**config.mk**
```make
export PLATFORM = sky130hd
export DESIGN_NAME = rfArrayTop
export DESIGN_NICKNAME = d
export VERILOG_FILES = /design/src/verilog/rfCfgPkg.sv /design/src/verilog/rfDftPkg.sv /design/src/verilog/rfArrayTop.sv /design/src/verilog/rfBank.sv /design/src/verilog/rfObsCompactor.sv /design/src/verilog/rfReadSelect.sv /design/src/verilog/rfWriteStage.sv
export SDC_FILE = /design/constraint.sdc
export NUM_CORES = 2
export LEC_CHECK = 0
export ABC_CLOCK_PERIOD_IN_PS = 5800
export BUFFER_PORTS_ARGS = -buffer_cell sky130_fd_sc_hd__buf_4
export CORE_MARGIN = 2
export CORE_UTILIZATION = 70
export CTS_BUF_LIST = sky130_fd_sc_hd__clkbuf_4 sky130_fd_sc_hd__clkbuf_8
export DETAILED_ROUTE_END_ITERATION = 16
export PLACE_DENSITY = 0.95
export SLEW_MARGIN = 5
export SYNTH_ARGS = -nofsm -noshare
export SYNTH_HDL_FRONTEND = slang
export SYNTH_SLANG_ARGS = --single-unit
```
**constraint.sdc**
```tcl
create_clock -name clock -period 5.8 [get_ports clock]
set_input_delay 0.29 -clock clock [delete_from_list [all_inputs] [get_ports clock]]
set_output_delay 0.29 -clock clock [all_outputs]
set_load 0.01 [all_outputs]
```
**src/verilog/rfCfgPkg.sv**
```systemverilog
// array geometry of the 32x46 register file, referenced by scoped names from the RTL
package rfCfgPkg;

  // ----------------------------------------------------------------------
  // array size
  // ----------------------------------------------------------------------

  // total number of storage entries in the macro
  localparam int entryCount = 32;
  // width of one stored word
  localparam int dataWidth = 46;

  // the array is split into equal banks so a read is a small mux per bank
  // followed by one bank select
  localparam int bankCount = 4;
  localparam int bankDepth = entryCount / bankCount;

  // ----------------------------------------------------------------------
  // address split
  // ----------------------------------------------------------------------

  // full address, upper bits pick the bank and lower bits the entry inside it
  localparam int addrWidth = $clog2(entryCount);
  localparam int bankSelWidth = $clog2(bankCount);
  localparam int entryIdxWidth = $clog2(bankDepth);

  // one stored word as it travels between the blocks
  typedef logic [dataWidth-1:0] dataWord;

  // a full array address
  typedef logic [addrWidth-1:0] addrWord;

endpackage

```
**src/verilog/rfDftPkg.sv**
```systemverilog
// test structure definitions for the register file, used by the observation compactor and top
package rfDftPkg;

  // ----------------------------------------------------------------------
  // observation pin layout
  // ----------------------------------------------------------------------

  // the observed pins are both addresses plus the two enables
  localparam int obsPinCount = 2 * rfCfgPkg::addrWidth + 2;

  // number of pins folded into one XOR gate ahead of each flop
  localparam int obsXorSize = 3;

  // one flop per XOR group, a partial last group still needs its own flop
  localparam int obsFlopCount = (obsPinCount + obsXorSize - 1) / obsXorSize;

  // ----------------------------------------------------------------------
  // observed pin word
  // ----------------------------------------------------------------------

  // the top writes the pins by name while the compactor slices the same
  // word by bit position, so both views share one union
  // field order runs from the most significant bit down
  typedef union packed {
    struct packed {
      rfCfgPkg::addrWord readAddr;
      rfCfgPkg::addrWord writeAddr;
      logic              readEn;
      logic              writeEn;
    } named;
    logic [obsPinCount-1:0] flat;
  } obsPins;

  // captured XOR results, one bit per observation flop
  typedef logic [obsFlopCount-1:0] obsWord;

endpackage

```
**src/verilog/rfArrayTop.sv**
```systemverilog
// top of the 32x46 1R1W register file with scan write-through and pin observation flops
module rfArrayTop (
  input  logic               clock,
  input  logic               arstN,
  input  logic               writeEn,
  input  rfCfgPkg::addrWord  writeAddr,
  input  rfCfgPkg::dataWord  writeData,
  input  logic               readEn,
  input  rfCfgPkg::addrWord  readAddr,
  input  logic               scanWriteThru,
  output rfCfgPkg::dataWord  readData,
  output rfDftPkg::obsWord   obsOut
);

  // staging outputs shared by all banks
  logic [rfCfgPkg::bankCount-1:0]      bankWriteEn;
  logic [rfCfgPkg::entryIdxWidth-1:0]  stagedIdx;
  rfCfgPkg::dataWord                   stagedData;

  // each bank's word for the entry index of readAddr
  rfCfgPkg::dataWord bankWords [rfCfgPkg::bankCount];

  // pins seen by the observation flops
  rfDftPkg::obsPins obsPinWord;

  // ----------------------------------------------------------------------
  // write path
  // ----------------------------------------------------------------------

  rfWriteStage uWriteStage (
    .clock         (clock),
    .arstN         (arstN),
    .writeEn       (writeEn),
    .writeAddr     (writeAddr),
    .writeData     (writeData),
    .scanWriteThru (scanWriteThru),
    .bankWriteEn   (bankWriteEn),
    .stagedIdx     (stagedIdx),
    .stagedData    (stagedData)
  );

  // all banks see the same index and data, only one gets a write enable
  for (genvar b = 0; b < rfCfgPkg::bankCount; b++)
  begin : bankGen
    rfBank uBank (
      .clock     (clock),
      .arstN     (arstN),
      .writeEn   (bankWriteEn[b]),
      .writeIdx  (stagedIdx),
      .writeData (stagedData),
      .readIdx   (readAddr[rfCfgPkg::entryIdxWidth-1:0]),
      .readWord  (bankWords[b])
    );
  end

  // ----------------------------------------------------------------------
  // read path
  // ----------------------------------------------------------------------

  rfReadSelect uReadSelect (
    .clock         (clock),
    .arstN         (arstN),
    .readEn        (readEn),
    .readAddr      (readAddr),
    .bankWords     (bankWords),
    .stagedData    (stagedData),
    .scanWriteThru (scanWriteThru),
    .readData      (readData)
  );

  // observed pins are packed by name, the compactor reads the flat view
  always_comb
  begin
    obsPinWord.named.readAddr  = readAddr;
    obsPinWord.named.writeAddr = writeAddr;
    obsPinWord.named.readEn    = readEn;
    obsPinWord.named.writeEn   = writeEn;
  end

  rfObsCompactor uObsCompactor (
    .clock  (clock),
    .arstN  (arstN),
    .pins   (obsPinWord),
    .obsOut (obsOut)
  );

endmodule

```
**src/verilog/rfBank.sv**
```systemverilog
// one storage bank of the register file, written from the staging stage and read combinationally
module rfBank (
  input  logic                                clock,
  input  logic                                arstN,
  input  logic                                writeEn,
  input  logic [rfCfgPkg::entryIdxWidth-1:0]  writeIdx,
  input  rfCfgPkg::dataWord                   writeData,
  input  logic [rfCfgPkg::entryIdxWidth-1:0]  readIdx,
  output rfCfgPkg::dataWord                   readWord
);

  // storage for this bank's slice of the address space
  rfCfgPkg::dataWord entries [rfCfgPkg::bankDepth];

  // ----------------------------------------------------------------------
  // write port
  // ----------------------------------------------------------------------

  // writes arrive one edge after the request, already decoded to this bank
  always_ff @(posedge clock or negedge arstN)
  begin
    if (!arstN)
    begin
      for (int i = 0; i < rfCfgPkg::bankDepth; i++)
      begin
        entries[i] <= '0;
      end
    end
    else if (writeEn)
    begin
      entries[writeIdx] <= writeData;
    end
  end

  // ----------------------------------------------------------------------
  // read port
  // ----------------------------------------------------------------------

  // the read selector registers this word, so no flop is needed here
  assign readWord = entries[readIdx];

  // the staged index must be settled whenever the staging stage enables this bank
  writeIdxKnown: assert property (@(posedge clock) disable iff (!arstN)
    writeEn |-> !$isunknown(writeIdx))
    else $error("bank write with unknown entry index");

endmodule

```
**src/verilog/rfObsCompactor.sv**
```systemverilog
// observation flops for the register file, XOR-folds address and control pins into a few flops
module rfObsCompactor (
  input  logic              clock,
  input  logic              arstN,
  input  rfDftPkg::obsPins  pins,
  output rfDftPkg::obsWord  obsOut
);

  // combinational XOR of each pin group
  rfDftPkg::obsWord groupXor;

  // ----------------------------------------------------------------------
  // XOR groups
  // ----------------------------------------------------------------------

  // group i covers flat bits 3i up to 3i+2, the last group takes
  // whatever pins are left over
  for (genvar g = 0; g < rfDftPkg::obsFlopCount; g++)
  begin : groupGen
    if (g < rfDftPkg::obsFlopCount - 1)
    begin : fullGroup
      assign groupXor[g] =
        ^pins.flat[g*rfDftPkg::obsXorSize +: rfDftPkg::obsXorSize];
    end
    else
    begin : lastGroup
      assign groupXor[g] =
        ^pins.flat[rfDftPkg::obsPinCount-1 : g*rfDftPkg::obsXorSize];
    end
  end

  // ----------------------------------------------------------------------
  // observation flops
  // ----------------------------------------------------------------------

  always_ff @(posedge clock or negedge arstN)
  begin
    if (!arstN)
    begin
      obsOut <= '0;
    end
    else
    begin
      obsOut <= groupXor;
    end
  end

  // an X on any observed pin of the top shows up here one cycle later
  obsOutKnown: assert property (@(posedge clock) disable iff (!arstN) !$isunknown(obsOut))
    else $error("observation flops captured an unknown value");

endmodule

```
**src/verilog/rfReadSelect.sv**
```systemverilog
// read side of the register file, picks the addressed bank or the staged SWT word and registers it
module rfReadSelect (
  input  logic               clock,
  input  logic               arstN,
  input  logic               readEn,
  input  rfCfgPkg::addrWord  readAddr,
  input  rfCfgPkg::dataWord  bankWords [rfCfgPkg::bankCount],
  input  rfCfgPkg::dataWord  stagedData,
  input  logic               scanWriteThru,
  output rfCfgPkg::dataWord  readData
);

  // bank number from the upper read address bits
  logic [rfCfgPkg::bankSelWidth-1:0] readBank;
  // word that will be captured on a read edge
  rfCfgPkg::dataWord nextData;

  assign readBank = readAddr[rfCfgPkg::addrWidth-1 -: rfCfgPkg::bankSelWidth];

  // ----------------------------------------------------------------------
  // source select
  // ----------------------------------------------------------------------

  // in scan write-through the array is bypassed and the read returns
  // whatever the staging stage holds, otherwise the bank mux output is used
  always_comb
  begin
    if (scanWriteThru)
    begin
      nextData = stagedData;
    end
    else
    begin
      nextData = bankWords[readBank];
    end
  end

  // ----------------------------------------------------------------------
  // output register
  // ----------------------------------------------------------------------

  // readData only moves on a read strobe and holds between reads
  always_ff @(posedge clock or negedge arstN)
  begin
    if (!arstN)
    begin
      readData <= '0;
    end
    else if (readEn)
    begin
      readData <= nextData;
    end
  end

  // storage and staging both reset to zero, so an X here means a bad
  // address or a path that escaped reset
  readDataKnown: assert property (@(posedge clock) disable iff (!arstN)
    !$isunknown(readData))
    else $error("read data is unknown");

endmodule

```
**src/verilog/rfWriteStage.sv**
```systemverilog
// write staging for the register file, registers each write and decodes its target bank
module rfWriteStage (
  input  logic                                clock,
  input  logic                                arstN,
  input  logic                                writeEn,
  input  rfCfgPkg::addrWord                   writeAddr,
  input  rfCfgPkg::dataWord                   writeData,
  input  logic                                scanWriteThru,
  output logic [rfCfgPkg::bankCount-1:0]      bankWriteEn,
  output logic [rfCfgPkg::entryIdxWidth-1:0]  stagedIdx,
  output rfCfgPkg::dataWord                   stagedData
);

  // bank number taken from the upper address bits
  logic [rfCfgPkg::bankSelWidth-1:0] writeBank;
  // one-hot form of writeBank before gating
  logic [rfCfgPkg::bankCount-1:0]    bankDecode;

  assign writeBank = writeAddr[rfCfgPkg::addrWidth-1 -: rfCfgPkg::bankSelWidth];

  always_comb
  begin
    bankDecode = '0;
    bankDecode[writeBank] = 1'b1;
  end

  // ----------------------------------------------------------------------
  // staging registers
  // ----------------------------------------------------------------------

  // the data is captured on every edge so an SWT read sees the latest
  // write value, the banks only act on it through bankWriteEn
  always_ff @(posedge clock or negedge arstN)
  begin
    if (!arstN)
    begin
      bankWriteEn <= '0;
      stagedIdx   <= '0;
      stagedData  <= '0;
    end
    else
    begin
      stagedData <= writeData;
      if (writeEn)
      begin
        stagedIdx <= writeAddr[rfCfgPkg::entryIdxWidth-1:0];
        // scan write-through keeps the array contents untouched
        bankWriteEn <= scanWriteThru ? '0 : bankDecode;
      end
      else
      begin
        bankWriteEn <= '0;
      end
    end
  end

  // an accepted write outside scan write-through lands in exactly one bank
  bankEnOneHot: assert property (@(posedge clock) disable iff (!arstN)
    $past(writeEn && !scanWriteThru) |-> $onehot(bankWriteEn))
    else $error("accepted write did not enable exactly one bank");

endmodule
```
==> After elaboration in Yosys (flattened, before gate mapping) <==
Index checks and enable logic that the tools add are counted.
{ "op_classes": {"n_lt_le_gt_ge": 6, "n_mux": 26, "n_bitwise": 3, "n_reduce_logical": 6} }
{ "ops": {"columns": ["cell", "count"], "rows": [
  ["$bwmux W368", 4],
  ["$bmux W46 S3", 4],
  ["$mux W46", 12],
  ["$demux W46 S3", 1],
  ["$bmux W46 S2", 1],
  ["$reduce_xor A3 Y1", 4],
  ["$ge A4 B4 Y1 const B", 2],
  ["$mux W4", 2],
  ["$not A3 Y4", 2],
  ["$lt A4 B1 Y1 const B", 1],
  ["$ge A3 B3 Y1 const B", 1],
  ["$lt A2 B3 Y1 const B", 1],
  ["$not A2 Y3", 1],
  ["$demux W1 S2", 1],
  ["$ge A2 B1 Y1 const B", 1],
  ["$logic_and A1 B1 Y1", 2],
  ["$mux W1", 1]
]} }
{ "word_totals": {"regBits": 1575, "input_bits": 61, "out_inout_bits": 50, "word_cells": 78} }

==> Longest topological paths before layout <==
{ "depth": {"word_depth": 8, "ltp_mapped": 10, "depth_no_buf": 4} }

==> By module <==
Synthesis repeated with hierarchy kept, for this count alone.
{ "unflattened": {"cells_unflattened": 4067, "area_unflattened_um2": 70452.6} }
{ "modules_own_cells": {"columns": ["mod", "n_inst", "cells_per_inst", "area_each_um2"], "rows": [
  ["rfBank", 4, 946, 16423.3],
  ["rfReadSelect", 1, 215, 3154.3],
  ["rfWriteStage", 1, 60, 1410.1],
  ["rfObsCompactor", 1, 8, 195.2]
]} }

==> Worst setup path after synthesis <==
Ideal clock, no wire load.
{ "synth_path": {"path_type": "input to register", "startpoint": "input readAddr[0]", "endpoint": "register uReadSelect.readData[4]", "setup_time_ns": 0.135, "t_arrival_ns": 2.004, "required_ns": 5.665, "slack_ns": 3.662, "cell_stages": 9, "path_cell_list": "buf_2 buf_4 buf_4 buf_4 buf_2 mux2i_1 o22ai_1 a2111oi_0 o31ai_1"} }
{ "synth_via": {"elab_chain_cells": 8, "elab_cells_between_ends": 17} }
{ "synth_rtl": {"columns": ["item", "line_no", "text"], "rows": [
  ["start, declared", "rfArrayTop.sv:9", "input rfCfgPkg::addrWord readAddr,"],
  ["$not A3 Y4 (implied by the code) *", "rfBank.sv:40", "assign readWord = entries[readIdx];"],
  ["$bmux W46 S3", "rfBank.sv:40", null],
  ["$mux W46 (implied by the code) (2 in series)", "rfBank.sv:40", null],
  ["$bmux W46 S2 *", "rfReadSelect.sv:34", "nextData = bankWords[readBank];"],
  ["$mux W46 (implied by the code) * (2 in series)", "rfReadSelect.sv:34", null],
  ["$mux W46 *", "rfReadSelect.sv:28", "if (scanWriteThru)"],
  ["end signal, assigned", "rfReadSelect.sv:51", "readData <= nextData;"],
  ["end, declared", "rfReadSelect.sv:10", "output rfCfgPkg::dataWord readData"]
]} }
Every way passes the cells marked *; elsewhere a longest branch is shown, timed or not. The select of a mux whose other input is x is not followed.
A chain may end at the register's enable or synchronous reset.

==> Worst setup path in the final report <==
{ "layout_path": {"startpoint": "register uWriteStage.stagedIdx[0] (netlist name)", "endpoint": "register bankGen[1].uBank.entries[261] (netlist name)"} }
{ "layout_via": {"elab_chain_cells": 6, "elab_cells_between_ends": 7} }
{ "layout_rtl": {"columns": ["item", "line_no", "text"], "rows": [
  ["start, declared", "rfWriteStage.sv:10", "output logic [rfCfgPkg::entryIdxWidth-1:0] stagedIdx,"],
  ["start signal, assigned", "rfWriteStage.sv:46", "stagedIdx <= writeAddr[rfCfgPkg::entryIdxWidth-1:0];"],
  ["$not A3 Y4 (implied by the code) *", "rfBank.sv:31", "entries[writeIdx] <= writeData;"],
  ["$ge A4 B4 Y1 (implied by the code) or $lt A4 B1 Y1 (tied branches)", "rfBank.sv:31", null],
  ["$logic_and A1 B1 Y1 (implied by the code)", "rfBank.sv:31", null],
  ["$mux W46 (implied by the code)", "rfBank.sv:31", null],
  ["$demux W46 S3 *", "rfBank.sv:31", null],
  ["$bwmux W368 *", "rfBank.sv:31", null],
  ["end signal, assigned by index", "rfBank.sv:31", null],
  ["end, declared", "rfBank.sv:13", "rfCfgPkg::dataWord entries [rfCfgPkg::bankDepth];"]
]} }
Every way passes the cells marked *; elsewhere a longest branch is shown, timed or not.

==> metrics.cfg <==
[status]
status=complete, no violations

[pwr]
p_comb_share_pct=14.6
internal_power_mw=20.6
seq_power_share_pct=50.1
clkPwrFrac_pct=35.3
switching_power_mw=7.84
irDropWorstVdd_v=0.000236
power_mw=28.4
power_density_nw_per_um2=365
leakage_nw=36.8
power.share.switching_pct=27.6

[critical_path]
cp_slowest_cell=nor2_4
crit_path_start=uWriteStage.stagedIdx[0]
cp_num_buf_inv=2
slowest_delay_ns=0.97
path_class=flop to flop
start_kind=flop
path_common_cell=buf_4
r2r-start=uWriteStage.stagedIdx[0]
required_ns=6.58
cp_max_fo=24
cpLargestDelayFamily=simple AND/OR/NAND/NOR gates
worstPathCellList=buf_4, nand2b_1, nor2_4, buf_4, mux2_2
endpoint_kind=flop
regToRegSetupSlack_ns=2.23
cp.arrival_ns=4.35

[clocking]
cts_resized=0
clock-sinks=1575
clk_path_buf_depth=3
clk_pin_slew_ns=0.07
cts_tree=done
h-tree-depth=4
numCtsBuffers=236
cts_root_buf=clkbuf_8
post-cts-setup-buffers=0
worstSkewPairLatency_ns=0.96

[sta]
slew_viol_final=0
setup_viol_count_final=0
hold_ws_ns=0.0195
rsz0062_at_grt=false
hold_viol_final=0
worstMarginPinSlew_ns=1.35
worst_clock_skew_ns=0.0606
finalCritPeriodShare_pct=61.5
min_period_ns=3.57
setup_tns_ns=0
slew_headroom_pct=9.72
timing.fmax_mhz=280

[layout]
multiInputGateArea_sq_um=28900
areaGrowthSynthToFinish_pct=11.1
stdcell_count=6176
drive_above_1_share_pct=49.6
nets=4747
finalInstanceArea_sq_um=77800
ff_latch_area_sq_um=39400
fillCellCount=4631

[synthesis]
synth_cell_types=34
netlist_top_cells_count=1575 x dfrtp_1, 1533 x mux2_2, 324 x clkbuf_1
synth_area_sq_um=70000
yosys.cell_count.top_type=dfrtp_1
syn_nets=4672
yosysTopAreaCell=dfrtp_1
netlist_top_cells_area=dfrtp_1 56%, mux2_2 25%, mux4_2 7.1%, mux2i_1 4.2%, clkbuf_1 1.7%
async_flop_share_pct=100
ys_seq_area_share_pct=56.3
ys_warn_count=0
synth_edf_count=0
syn_inst=4611
syn_avg_cell_area_sq_um=15.2
yosys_register_bits=1575
synth_top_area_share_pct=56.3
ys.flop_type=dfrtp_1

[drt]
drtPass1Iterations=6
wl_um=216000
drc=0
antenna_left=0
drt_iter0_drc=5965
routedWlPerCell_um=34.9
vias=46200
via_per_inst=7.48

[place]
hpwl_um=99000
placed_area_sq_um=71700
placed_cells=5652
place.gp.congestion=0.792
port_buffers=110

[global_route]
grt_max_degree=195
grt_pass1_vias=50300
grtUsageTotal_pct=42.7
antenna_found_initial=9
grt_overflow=0
grt_pass1_wl_um=323000

[die]
ioPinCount=111
die_w_um=320
rows=116
dieArea_sq_um=103000
core-area_sq_um=99600
start_util_pct=70.3
die_h_um=320

[run]
max_cap_viol_count=0

[worst_hold_path]
holdCritPathClass=input port to flop
min_from=writeData[20]

[final cells by class]
class / instances / area share, %
diodes: 3 / 0.00965
clock buffers: 377 / 6.04
flip-flops and latches: 1575 / 50.7
clock inverters: 50 / 0.597
repair buffers: 292 / 3.44
multi-input cells: 2578 / 37.2
inverters: 3 / 0.0145
well taps: 1298 / 2.09
[layout by cell type (no fill, tap or decap), types with 2 or more instances in the layout]
cell type,count
dfrtp_1,1575
mux2_2,1533
clkbuf_8,300
mux2i_1,296
mux4_2,220
buf_4,178
o22ai_1,112
nand2_1,96
dlygate4sd3_1,94
clkbuf_4,78
a2111oi_0,56
o21ai_0,46
o31ai_1,46
o221ai_1,36
a22o_1,34
a211oi_1,34
clkinv_2,30
nor2_4,17
buf_12,17
nand3_4,12
xnor2_1,7
nand3b_1,7
nand2b_1,6
inv_8,5
bufinv_16,5
inv_6,4
diode_2,3
nor4bb_1,2
nor2b_4,2
nor2b_1,2
inv_2,2
or3b_2,2
a221oi_1,2
clkinv_8,2
clkinvlp_4,2
[cell families (layout without fill, tap and decap cells)]
family	after synthesis	in the layout	synth area share, %
DFF	1575	1575	56.3
other	0	3	0
AOI/OAI and AO/OA	366	366	3.79
and+or+nand+nor	156	156	1.01
muxes	2049	2049	36.0
xor gates and xnor gates	7	7	0.0876
buffers and inverters	458	722	2.88
[layer usage]
layer	up-vias	routed length [um]	global-route usage (%)
li1	17300	-	-
met1	23500	71200	52.6
met2	3837	96300	63.2
met3	1545	27500	14.1
met4	6	20400	32.5
met5	-	54	0
[path summary, 6_finish.rpt]
check / to / cells past startpoint
worst max-delay path: bankGen[1].uBank.entries[261] / 5
worst min register to register: bankGen[0].uBank.entries[8] / 1
worst min-delay path: uWriteStage.stagedData[20] / 2
max in group asynchronous: bankGen[3].uBank.entries[171] / 3
worst max register to register: bankGen[1].uBank.entries[261] / 5
min in group asynchronous: bankGen[1].uBank.entries[140] / 2
[power by group through the flow]
| stage | Clock, mW | Combinational (mW) | Sequential [mW] |
|---|---|---|---|
| floorplan | 0 | 2.97 | 13.7 |
| global placement | 0 | 3.61 | 14.0 |
| detailed placement | 0 | 3.82 | 14.2 |
| CTS | 9.85 | 4.02 | 14.1 |
| global route | 10.5 | 4.35 | 14.4 |
| finish | 10.0 | 4.15 | 14.2 |
[worst reg2reg max path: stages, from the launching register on]
cell and delay (ns):
dfrtp_1 0.64, buf_4 0.35, nand2b_1 0.34, nor2_4 0.97
buf_4 0.62, mux2_2 0.47
[state kept, by name, indices dropped and copies added (netlist names)]
signal	cells
uObsCompactor.obsOut	4
uWriteStage.bankWriteEn	4
bankGen.uBank.entries	1472
uReadSelect.readData	46
uWriteStage.stagedIdx	3
uWriteStage.stagedData	46
[per-stage QoR]
stage                     util (%)  setup slack (ns)
after floorplan                  -              3.66
after global placement        72.0              2.48
after detailed placement      72.0              2.32
after CTS                     78.1              2.44
after global routing          78.1              2.29
final                         78.1              2.23
[repair_timing]
action / 4_1_cts / 5_1_grt
hold buffers: 94 / 0
hold endpoints to repair: 223 / 0
endpoints found under the setup margin: 0 / 0
(Power assumes the default switching activity.)
